[src/hw/uartcon_pkg.sv]
package uartcon_pkg;

   // frame format.
   localparam int UC_DATA_BITS = 8;               // data bits per frame.
   localparam int UC_BIT_W     = $clog2(UC_DATA_BITS);

   // bit timing.
   localparam int UC_BIT_CLKS  = 4;               // clocks per bit.
   localparam int UC_SAMPLE_W  = $clog2(UC_BIT_CLKS);

   localparam logic [UC_SAMPLE_W-1:0] UC_MID_SAMPLE  = UC_SAMPLE_W'(1);
   localparam logic [UC_SAMPLE_W-1:0] UC_LAST_SAMPLE = UC_SAMPLE_W'(UC_BIT_CLKS - 1);
   localparam logic [UC_BIT_W-1:0]    UC_LAST_BIT    = UC_BIT_W'(UC_DATA_BITS - 1);

   // transmit fifo.
   localparam int UC_FIFO_DEPTH = 4;
   localparam int UC_FIFO_AW    = 2;              // pointer width.

   localparam int UC_STATE_W = 4;

   // transmitter states.
   localparam logic [UC_STATE_W-1:0] S_IDLE  = 4'd0;
   localparam logic [UC_STATE_W-1:0] S_START = 4'd1;
   localparam logic [UC_STATE_W-1:0] S_DATA  = 4'd2;
   localparam logic [UC_STATE_W-1:0] S_STOP  = 4'd3;
   localparam logic [UC_STATE_W-1:0] S_LAST  = 4'd4;  // extra idle bit.

   // receiver states.
   localparam logic [UC_STATE_W-1:0] R_IDLE  = 4'd0;
   localparam logic [UC_STATE_W-1:0] R_START = 4'd1;
   localparam logic [UC_STATE_W-1:0] R_DATA  = 4'd2;
   localparam logic [UC_STATE_W-1:0] R_STOP  = 4'd3;

endpackage
[src/hw/uartcon.sv]
`timescale 1ns/1ps

module uartcon (
   input  logic                                 clk,
   input  logic                                 rst_n,
   input  logic                                 tx_wr,
   input  logic [uartcon_pkg::UC_DATA_BITS-1:0] tx_wdata,
   output logic                                 tx_full,
   output logic                                 txd,
   input  logic                                 rxd,
   output logic                                 rx_valid,
   output logic [uartcon_pkg::UC_DATA_BITS-1:0] rx_data,
   output logic                                 rx_frame_err
);

   logic                                 fifo_valid;
   logic [uartcon_pkg::UC_DATA_BITS-1:0] fifo_data;
   logic                                 tx_load;

   // transmit queue.
   uartcon_tx_fifo u_tx_fifo (
      .clk     (clk),
      .rst_n   (rst_n),
      .wr_en   (tx_wr),
      .wr_data (tx_wdata),
      .full    (tx_full),
      .valid   (fifo_valid),
      .data    (fifo_data),
      .load    (tx_load)
   );

   // serializer, pops the fifo with load.
   uartcon_tx u_tx (
      .rst_n (rst_n),
      .clk   (clk),
      .txd   (txd),
      .valid (fifo_valid),
      .load  (tx_load),
      .data  (fifo_data)
   );

   uartcon_rx u_rx (
      .rst_n        (rst_n),
      .clk          (clk),
      .rxd          (rxd),
      .rx_valid     (rx_valid),
      .rx_data      (rx_data),
      .rx_frame_err (rx_frame_err)
   );

endmodule

[src/hw/uartcon_rx.sv]
`timescale 1ns/1ps

module uartcon_rx (
   input  logic                                 rst_n,
   input  logic                                 clk,
   input  logic                                 rxd,
   output logic                                 rx_valid,
   output logic [uartcon_pkg::UC_DATA_BITS-1:0] rx_data,
   output logic                                 rx_frame_err
);
   import uartcon_pkg::*;

   logic                    rxd_meta;
   logic                    rxd_sync;
   logic                    rxd_prev;
   logic                    start_edge;
   logic [UC_SAMPLE_W-1:0]  sample_count;
   logic [UC_BIT_W-1:0]     bit_count;
   logic                    mid_point;
   logic [UC_STATE_W-1:0]   state;
   logic [UC_DATA_BITS-1:0] shift_reg;

   // two-flop synchronizer plus one flop for edge detect.
   always_ff @(posedge clk or negedge rst_n) begin
      if (!rst_n) begin
         rxd_meta <= 1'b1;
         rxd_sync <= 1'b1;
         rxd_prev <= 1'b1;
      end else begin
         rxd_meta <= rxd;
         rxd_sync <= rxd_meta;
         rxd_prev <= rxd_sync;
      end
   end

   assign start_edge = rxd_prev && !rxd_sync;
   assign mid_point  = (sample_count == UC_MID_SAMPLE);   // bit centre.

   always_ff @(posedge clk or negedge rst_n) begin
      if (!rst_n) begin
         sample_count <= '0;
         bit_count    <= '0;
      end else begin
         if (state != R_IDLE) begin
            sample_count <= sample_count + 1'b1;   // free running per bit.
         end else begin
            sample_count <= '0;
         end
         if (state == R_DATA) begin
            if (mid_point) begin
               bit_count <= bit_count + 1'b1;
            end
         end else begin
            bit_count <= '0;
         end
      end
   end

   // lsb arrives first, so shift in from the top.
   always_ff @(posedge clk) begin
      if (state == R_DATA && mid_point) begin
         shift_reg <= {rxd_sync, shift_reg[UC_DATA_BITS-1:1]};
      end
   end

   always_ff @(posedge clk or negedge rst_n) begin
      if (!rst_n) begin
         state        <= R_IDLE;
         rx_valid     <= 1'b0;
         rx_data      <= '0;
         rx_frame_err <= 1'b0;
      end else begin
         rx_valid     <= 1'b0;
         rx_frame_err <= 1'b0;
         case (state)
            R_IDLE: begin
               if (start_edge) begin
                  state <= R_START;
               end
            end
            R_START: begin
               if (mid_point) begin
                  if (rxd_sync) begin
                     state <= R_IDLE;   // glitch.
                  end else begin
                     state <= R_DATA;
                  end
               end
            end
            R_DATA: begin
               if (mid_point && bit_count == UC_LAST_BIT) begin
                  state <= R_STOP;
               end
            end
            R_STOP: begin
               if (mid_point) begin
                  state <= R_IDLE;
                  if (rxd_sync) begin
                     rx_valid <= 1'b1;
                     rx_data  <= shift_reg;
                  end else begin
                     rx_frame_err <= 1'b1;   // stop bit low.
                  end
               end
            end
            default: begin
               state <= R_IDLE;
            end
         endcase
      end
   end

   a_valid_xor_err: assert property (
      @(posedge clk) disable iff (!rst_n)
      !(rx_valid && rx_frame_err)
   ) else $error("rx_valid and rx_frame_err together");

   a_valid_pulse: assert property (
      @(posedge clk) disable iff (!rst_n)
      rx_valid |=> !rx_valid
   ) else $error("rx_valid longer than one cycle");

   a_err_pulse: assert property (
      @(posedge clk) disable iff (!rst_n)
      rx_frame_err |=> !rx_frame_err
   ) else $error("rx_frame_err longer than one cycle");

endmodule

[src/hw/uartcon_tx.sv]
`timescale 1ns/1ps

module uartcon_tx (
   input  logic                                 rst_n,
   input  logic                                 clk,
   output logic                                 txd,
   input  logic                                 valid,
   output logic                                 load,
   input  logic [uartcon_pkg::UC_DATA_BITS-1:0] data
);
   import uartcon_pkg::*;

   logic [UC_SAMPLE_W-1:0]  sample_count;
   logic [UC_BIT_W-1:0]     bit_count;
   logic [UC_DATA_BITS-1:0] tx_data;
   logic                    sample_point;
   logic [UC_STATE_W-1:0]   state;
   logic                    out_data;

   always_ff @(posedge clk or negedge rst_n) begin
      if (!rst_n) begin
         sample_count <= '0;
         bit_count    <= '0;
      end else begin
         if (state != S_IDLE) begin
            sample_count <= sample_count + 1'b1;
         end else begin
            sample_count <= '0;
         end
         if (state == S_DATA) begin
            if (sample_point) begin
               bit_count <= bit_count + 1'b1;
            end
         end else begin
            bit_count <= '0;
         end
      end
   end

   assign sample_point = (sample_count == UC_LAST_SAMPLE);   // last clock of a bit.

   // byte capture and lsb-first shift.
   always_ff @(posedge clk) begin
      if (state == S_IDLE && valid) begin
         tx_data <= data;
      end else if (state == S_DATA && sample_point) begin
         tx_data <= {1'b0, tx_data[UC_DATA_BITS-1:1]};
      end
   end

   always_ff @(posedge clk or negedge rst_n) begin
      if (!rst_n) begin
         state    <= S_IDLE;
         load     <= 1'b0;
         out_data <= 1'b1;
      end else begin
         case (state)
            S_IDLE: begin
               if (valid) begin
                  state <= S_START;
                  load  <= 1'b1;   // pops the fifo next edge.
               end
            end
            S_START: begin
               load     <= 1'b0;
               out_data <= 1'b0;
               if (sample_point) begin
                  state <= S_DATA;
               end
            end
            S_DATA: begin
               out_data <= tx_data[0];
               if (sample_point && bit_count == UC_LAST_BIT) begin
                  state <= S_STOP;
               end
            end
            S_STOP: begin
               out_data <= 1'b1;
               if (sample_point) begin
                  state <= S_LAST;
               end
            end
            S_LAST: begin
               out_data <= 1'b1;
               if (sample_point) begin
                  state <= S_IDLE;
               end
            end
            default: begin
               state <= S_IDLE;
            end
         endcase
      end
   end

   assign txd = out_data;   // registered, one cycle behind state.

   a_load_pulse: assert property (
      @(posedge clk) disable iff (!rst_n)
      load |=> !load
   ) else $error("load held longer than one cycle");

endmodule

[src/hw/uartcon_tx_fifo.sv]
`timescale 1ns/1ps

module uartcon_tx_fifo (
   input  logic                                 clk,
   input  logic                                 rst_n,
   input  logic                                 wr_en,
   input  logic [uartcon_pkg::UC_DATA_BITS-1:0] wr_data,
   output logic                                 full,
   output logic                                 valid,
   output logic [uartcon_pkg::UC_DATA_BITS-1:0] data,
   input  logic                                 load
);
   import uartcon_pkg::*;

   logic [UC_DATA_BITS-1:0] mem [UC_FIFO_DEPTH];
   logic [UC_FIFO_AW-1:0]   wr_ptr;
   logic [UC_FIFO_AW-1:0]   rd_ptr;
   logic [UC_FIFO_AW:0]     count;
   logic                    push;
   logic                    pop;

   assign push = wr_en && !full;   // dropped when full.
   assign pop  = load && valid;

   always_ff @(posedge clk) begin
      if (push) begin
         mem[wr_ptr] <= wr_data;
      end
   end

   always_ff @(posedge clk or negedge rst_n) begin
      if (!rst_n) begin
         wr_ptr <= '0;
         rd_ptr <= '0;
         count  <= '0;
      end else begin
         if (push) begin
            wr_ptr <= wr_ptr + 1'b1;   // wraps at depth.
         end
         if (pop) begin
            rd_ptr <= rd_ptr + 1'b1;
         end
         case ({push, pop})
            2'b10: begin
               count <= count + 1'b1;
            end
            2'b01: begin
               count <= count - 1'b1;
            end
            default: begin
               count <= count;   // idle or push and pop together.
            end
         endcase
      end
   end

   assign full  = (count == (UC_FIFO_AW+1)'(UC_FIFO_DEPTH));
   assign valid = (count != '0);
   assign data  = mem[rd_ptr];   // head entry.

   a_count_bound: assert property (
      @(posedge clk) disable iff (!rst_n)
      count <= (UC_FIFO_AW+1)'(UC_FIFO_DEPTH)
   ) else $error("tx fifo count above depth");

   // transmitter must only pop an entry it was offered.
   a_no_pop_empty: assert property (
      @(posedge clk) disable iff (!rst_n)
      load |-> valid
   ) else $error("load while tx fifo empty");

endmodule

[config.mk]
export PLATFORM = sky130hd
export DESIGN_NAME = uartcon
export DESIGN_NICKNAME = d
export VERILOG_FILES = /design/src/hw/uartcon_pkg.sv /design/src/hw/uartcon.sv /design/src/hw/uartcon_rx.sv /design/src/hw/uartcon_tx.sv /design/src/hw/uartcon_tx_fifo.sv
export SDC_FILE = /design/constraint.sdc
export NUM_CORES = 1
export LEC_CHECK = 0
export BUFFER_PORTS_ARGS = -buffer_cell sky130_fd_sc_hd__buf_2
export CORE_MARGIN = 2
export CORE_UTILIZATION = 55
export DETAILED_ROUTE_END_ITERATION = 7
export PLACE_DENSITY = 0.76
export SKIP_LAST_GASP = 1
export SLEW_MARGIN = 20
export SYNTH_ARGS = -nofsm -noshare
export SYNTH_HDL_FRONTEND = slang
export SYNTH_SLANG_ARGS = --single-unit
[constraint.sdc]
create_clock -name clk -period 2.4 [get_ports clk]
set_input_delay 0.48 -clock clk [delete_from_list [all_inputs] [get_ports clk]]
set_output_delay 0.48 -clock clk [all_outputs]
set_load 0.01 [all_outputs]
---- After elaboration in Yosys (flattened, before gate mapping) ----
Memories as Yosys holds them, arrays and structs flattened.
Cells that the tools add are included.
storage, ports and cells
  flip-flop bits (word level) ............. 56
  bits of input ports ..................... 12
  bits in latches ......................... 0
  output and inout port bits .............. 12
  RAM bits ................................ 32
  word-level logic and storage cells ...... 109
  memory bits (read-only) ................. 0
  memories ................................ 1
operators by class
  add/sub/neg operators ................... 8
  divide/modulo/power cells ............... 0
  reductions and logical operators ........ 24
  eq/ne operators ......................... 25
  order comparisons ....................... 0
  shifts and indexed selects .............. 0
  $mul .................................... 0
  mux-type cells .......................... 32
  bitwise operators ....................... 0
memory list
  memory         words  bits a word  read ports  clocked after Yosys merged registers in  wr ports  line                   text
  u_tx_fifo.mem  4      8            1           0                                        1         uartcon_tx_fifo.sv:15  logic [UC_DATA_BITS-1:0] mem [UC_FIFO_DEPTH];
operators by type and width
  operator                                                                  count
  4-bit 2-to-1 mux                                                          9
  4-bit one-hot mux with 5 select lines                                     1
  2-bit by 1-bit inequality test with 1-bit output (second input constant)  9
  4-bit by 2-bit equality test with 1-bit output (second input constant)    4
  8-bit 2-to-1 mux                                                          2
  4-bit one-hot mux with 4 select lines                                     1
  3-bit 2-to-1 mux                                                          4
  3-bit by 1-bit adder with 3-bit output (second input constant)            3
  3-bit equality test (second input constant)                               3
  1-bit 2-to-1 mux                                                          9
  2-bit by 1-bit adder with 2-bit output (second input constant)            4
  4-bit by 1-bit equality test with 1-bit output (second input constant)    2
  1-bit logical AND                                                         8
  4-bit zero test                                                           2
  4-bit nonzero test                                                        2
  2-bit 2-to-1 mux                                                          3
  3-bit one-hot mux with 2 select lines                                     1
  2-bit nonzero test                                                        3
  3-bit nonzero test                                                        2
  5-bit AND reduction                                                       1
  2-bit by 1-bit equality test with 1-bit output (second input constant)    2
  2-bit equality test (second input constant)                               2
  4-bit by 3-bit equality test with 1-bit output (second input constant)    1
  2-bit inequality test (second input constant)                             2
  8 further kinds                                                           9

---- Logic depth before layout (Yosys ltp) ----
  depth after elaboration ................. 5
  gate-level depth with buffers ........... 9
  mapped depth without buffers ............ 9

---- Modules after synthesis ----
Synthesis repeated with hierarchy kept, for this count alone.
second synthesis, totals
  cells, all modules ...................... 206
  area total of the unflattened synthesis .. 3,487.1 sq um
modules (own cells, without submodules)
  module           cells each  seq. area each (sq um)  area each (sq um)  instances
  uartcon_tx_fifo  79          1,136.1                 1,595.3            1
  uartcon_rx       63          744.5                   1,033.5            1
  uartcon_tx       64          491.7                   858.3              1

---- Worst setup path after synthesis ----
No wires, ideal clock.
  path type ............................... reg-to-reg
  start point ............................. register u_tx_fifo.count[1]
  end point ............................... register u_tx_fifo.count[2]
  cell stages (with the launch flop) ...... 10
  library setup time ...................... 0.079 ns
  setup slack ............................. 0.258 ns
  path buffers ............................ 0
  data required time ...................... 2.321 ns
  data arrival time ....................... 2.062 ns
  clock period less this slack ............ 2.142 ns
  cells stage by stage .................... dfrtp_1 -> nor3b_1 -> nor2b_1 -> inv_1 -> ha_1 -> inv_1 -> fa_1 -> xor2_1 -> nor2_1 -> xor2_1
on the way
  longest elaborated chain between the ends .. 5
  elaborated cells between the ends (all ways) .. 11
  classes of those cells .................. 2 x add/sub; 3 x eq/ne; 1 x mux; 5 x reduce/logical
RTL lines
  what                                                                                          line                   text
  from (decl)                                                                                   uartcon_tx_fifo.sv:18  logic [UC_FIFO_AW:0] count;
  from (signal assigned)                                                                        uartcon_tx_fifo.sv:45  count <= count + 1'b1;
  from (signal assigned)                                                                        uartcon_tx_fifo.sv:48  count <= count - 1'b1;
  from (signal assigned)                                                                        uartcon_tx_fifo.sv:51  count <= count;
  3-bit equality test *                                                                         uartcon_tx_fifo.sv:57  assign full = (count == (UC_FIFO_AW+1)'(UC_FIFO_DEPTH));
  named net tx_full                                                                             uartcon.sv:8           output logic tx_full,
  1-bit zero test *                                                                             uartcon_tx_fifo.sv:22  assign push = wr_en && !full;
  1-bit logical AND *                                                                           uartcon_tx_fifo.sv:22
  2-bit by 1-bit equality test with 1-bit output / 2-bit equality test (equally long branches)  uartcon_tx_fifo.sv:43  case ({push, pop})
  3-bit one-hot mux with 2 select lines / 2-bit nonzero test (equally long branches)            --
Mark *: on every way through the listed nets, which the timed path passes. The rest lies on a longest branch.
A chain may end at the register's enable or synchronous reset.

---- Worst setup path in the final report ----
  start point ............................. register u_tx_fifo.count[0]
  end point ............................... register u_tx_fifo.count[2]
on the way
  longest elaborated chain between the ends .. 5
  elaborated cells between the ends (all ways) .. 11
  classes of those cells .................. 2 x add/sub; 3 x eq/ne; 1 x mux; 5 x reduce/logical
RTL lines
  what                                                                                          line
  3-bit equality test                                                                           uartcon_tx_fifo.sv:57
  1-bit zero test                                                                               uartcon_tx_fifo.sv:22
  1-bit logical AND                                                                             uartcon_tx_fifo.sv:22
  2-bit by 1-bit equality test with 1-bit output / 2-bit equality test (equally long branches)  uartcon_tx_fifo.sv:43
  3-bit one-hot mux with 2 select lines / 2-bit nonzero test (equally long branches)            --
Parallel ways exist; a longest one is shown, timed or not.

==> results.ini <==
[cts]
cts.repair.resized = 0
cts-hold-fix-buffers = 0
cts_setup_buffers = 0
htreeDepth = 3
clkLatencyLatePin_ns = 0.34
cts_tree = yes
clock-sinks = 85
clock_path_buffers = 2
ctsRootBufferMaster = clkbuf_8
numCtsBuffers = 9
clk_pin_slew_ns = 0.08

[synthesis]
synth_area_leaders = edfxtp_1 (42%), dfrtp_1 (24%), mux2_2 (5.3%)
syn_area_um2 = 3410
synth_top_family_by_area = multiplexers
avgSynthCellArea_um2 = 16.6
ys_seq_elements = 85
synthXorXnorAreaFrac_pct = 2.31
synth.largest_area_cell = edfxtp_1
synth_compound_area_share_pct = 2.38
synthDistinctLibCells = 39
synth.area.mux_share_pct = 11.7
yosysWarnings = 0
syn_nets = 230
ys_seq_area_share_pct = 69.5
synth_top_area_share_pct = 42.2
async_reset_ff_share_pct = 43.5
synthFlopType = edfxtp_1
synthTopCellsByCount = edfxtp_1 (48), dfrtp_1 (33), mux2_2 (16)
synth_most_common_cell = edfxtp_1
synthCells = 206
synthAdderAreaFrac_pct = 4.62
synth-edff-count = 48
yosys.area_share.simple_pct = 7.04

[final_layout]
largest_reg_flops = 32
post-route-cell-area_um2 = 3850
finalNetCount = 260
final_layout_size_suffix_gt1_share_pct = 32.0
antenna_cells = 0
synthToLayoutAreaGrowth_pct = 13.0
largest_register = u_tx_fifo.mem
final.fill_count = 434

[floorplan]
core_area_um2 = 5960
start_util_pct = 57.3
io_pins = 24
dieWidth_um = 82.8
dieArea_um2 = 6850
rows = 28
die_y_um = 82.8

[critical_path]
worstRegToRegCells = 9
cp.arrival_ns = 2.43
crit_start = u_tx_fifo.count[0]
crit_path_end_kind = flop
reg2reg_setup_slack_ns = 0.24
required_ns = 2.67
crit_buf_inv = 2
r2r-start = u_tx_fifo.count[0]
critical_path_class = reg2reg
critPathCapture = u_tx_fifo.count[2]
cp-start-kind = flop
cpMaxStageDelayCell = fa_1
cp_top_family = simple AND/OR/NAND/NOR gates
critPathMaxFanout = 7
max_stage_delay_ns = 0.43
r2r-end = u_tx_fifo.count[2]
crit_path_cell_trace = nor3b_1 > nor2b_1 > inv_1 > ha_1 > inv_1 > fa_1 > xor2_1 > nor2_1 > xor2_1
cp.depth = 9

[global_routing]
grt_overflow_total = 0
grt_pass1_wl_mm = 7.97
antenna_found_initial = 0
grt_pass1_vias = 1652
grt_max_degree = 38
track_usage_pct = 16.4

[place]
io_buffers = 23
place_congestion = 0.724
post_dp_cell_area_um2 = 3610
dp_hpwl_mm = 3.28

[pwr]
p_total_mw = 4.77
p_per_area_nw_per_um2 = 1240
ir_drop_mv = 0.686
p_leak_nw = 1.57

[detailed_routing]
post_drt_wl_per_cell_um = 15.5
drt_iter0_drc = 80
routed_wl_mm = 4.90
viasPerCell = 5.37
dr.pass1.iters = 4
drc = 0
dr_total_vias = 1696
drtAntennaViolNets = 0

[sta]
setup_viol = 0
setup_tns_ns = 0
rsz0062_at_grt = false
fin_crit_sh_pct = 90.2
finalMaxSlewViolations = 0
period_minus_slack_ns = 2.16
relSlewSlack_pct = 46.9
fmax_mhz = 462
tightest_slew_ns = 0.796
finalHoldViolCount = 0
finalClockSkew_ns = 0.00713

[outcome]
status = finished, final reports clean

[run]
cap_viol_max_count = 0

[worst_hold_path]
hp-class = in2async

==> worst register-to-register path, delay by kind of cell, from the launching register on <==
family                     cells  cell delay (ns)
DFF                            1             0.42
buffers and inverters          2             0.15
and+or+nand+nor                3             0.62
adders and majority gates      2             0.60
xor gates and xnor gates       2             0.30
==> routing by layer <==
metal | track usage (%) | up-vias | routed length (um)
met2 | 23.1 | 23 | 2340
met1 | 23.7 | 861 | 2310
met4 | 7.38 | 0 | 102
met3 | 4.89 | 11 | 149
met5 | 0 | - | 0
li1 | - | 801 | -
==> power breakdown <==
part / leakage [nW] / switching, mW / internal (mW) / total [mW]
Combinational: 0.552 / 0.686 / 0.678 / 1.36
Sequential: 0.898 / 0.228 / 2.00 / 2.23
Clock: 0.116 / 0.488 / 0.691 / 1.18
Total: 1.57 / 1.40 / 3.37 / 4.77
==> layout make-up <==
type                            instances  area [um2]  share of cell area, %
Multi-Input combinational cell        103         963                   25.0
Inverter                                9        33.8                  0.876
Timing Repair Buffer                   28         153                   3.96
Clock inverter                          6         111                   2.89
Tap cell                               75        93.8                   2.43
Sequential cell                        85        2370                   61.5
Clock buffer                           10         128                   3.31
==> stage by stage <==
| step | util, % | worst slack (ns) | hold WS, ns | std cells |
|---|---|---|---|---|
| global route | 64.7 | 0.0611 | 0.202 | 316 |
| detailed placement | 60.6 | 0.227 | 0.347 | 300 |
| finish | 64.7 | 0.235 | 0.218 | 316 |
| global placement | 60.6 | 0.348 | 0.347 | 300 |
| floorplan | - | 0.258 | 0.184 | 206 |
| CTS | 64.6 | 0.206 | 0.204 | 316 |
==> cells by family after synthesis <==
family          count (synthesis)
flops                          85
mux                            28
xor+xnor                        9
compound gates                 12
fa+ha+maj                      12
buf+inv                        18
simple gates                   42
==> cells in the final DEF, fill, tap and decap left out, types with 2 or more instances in the layout <==
master | synthesis | layout
nand2_1 | 5 | 5
edfxtp_1 | 48 | 48
bufinv_16 | 0 | 3
o21ai_0 | 2 | 2
a21oi_1 | 3 | 3
dfstp_2 | 4 | 4
nor3b_1 | 3 | 3
buf_4 | 0 | 5
nor2_1 | 15 | 15
ha_1 | 11 | 11
mux4_2 | 8 | 8
nor2b_1 | 3 | 3
buf_2 | 4 | 23
inv_1 | 9 | 9
mux2i_1 | 4 | 4
mux2_2 | 16 | 16
xnor2_1 | 5 | 5
and2_1 | 4 | 4
xor2_1 | 4 | 4
dfrtp_1 | 33 | 33
clkbuf_8 | 0 | 9
nand2b_1 | 3 | 3
==> worst min-delay path by stage <==
stage	cells after the start	start	to	slack [ns]
2_1_floorplan	0	rst_n	u_rx.bit_count[0]	0.18
3_3_place_gp	0	u_rx.rxd_meta	u_rx.rxd_sync	0.35
3_5_place_dp	0	u_rx.rxd_meta	u_rx.rxd_sync	0.35
4_1_cts	1	rxd	u_rx.rxd_meta	0.20
5_1_grt	1	rxd	u_rx.rxd_meta	0.20
6_report	1	rst_n	u_tx.state[2]	0.22
Power figures use the tool's default switching activity.
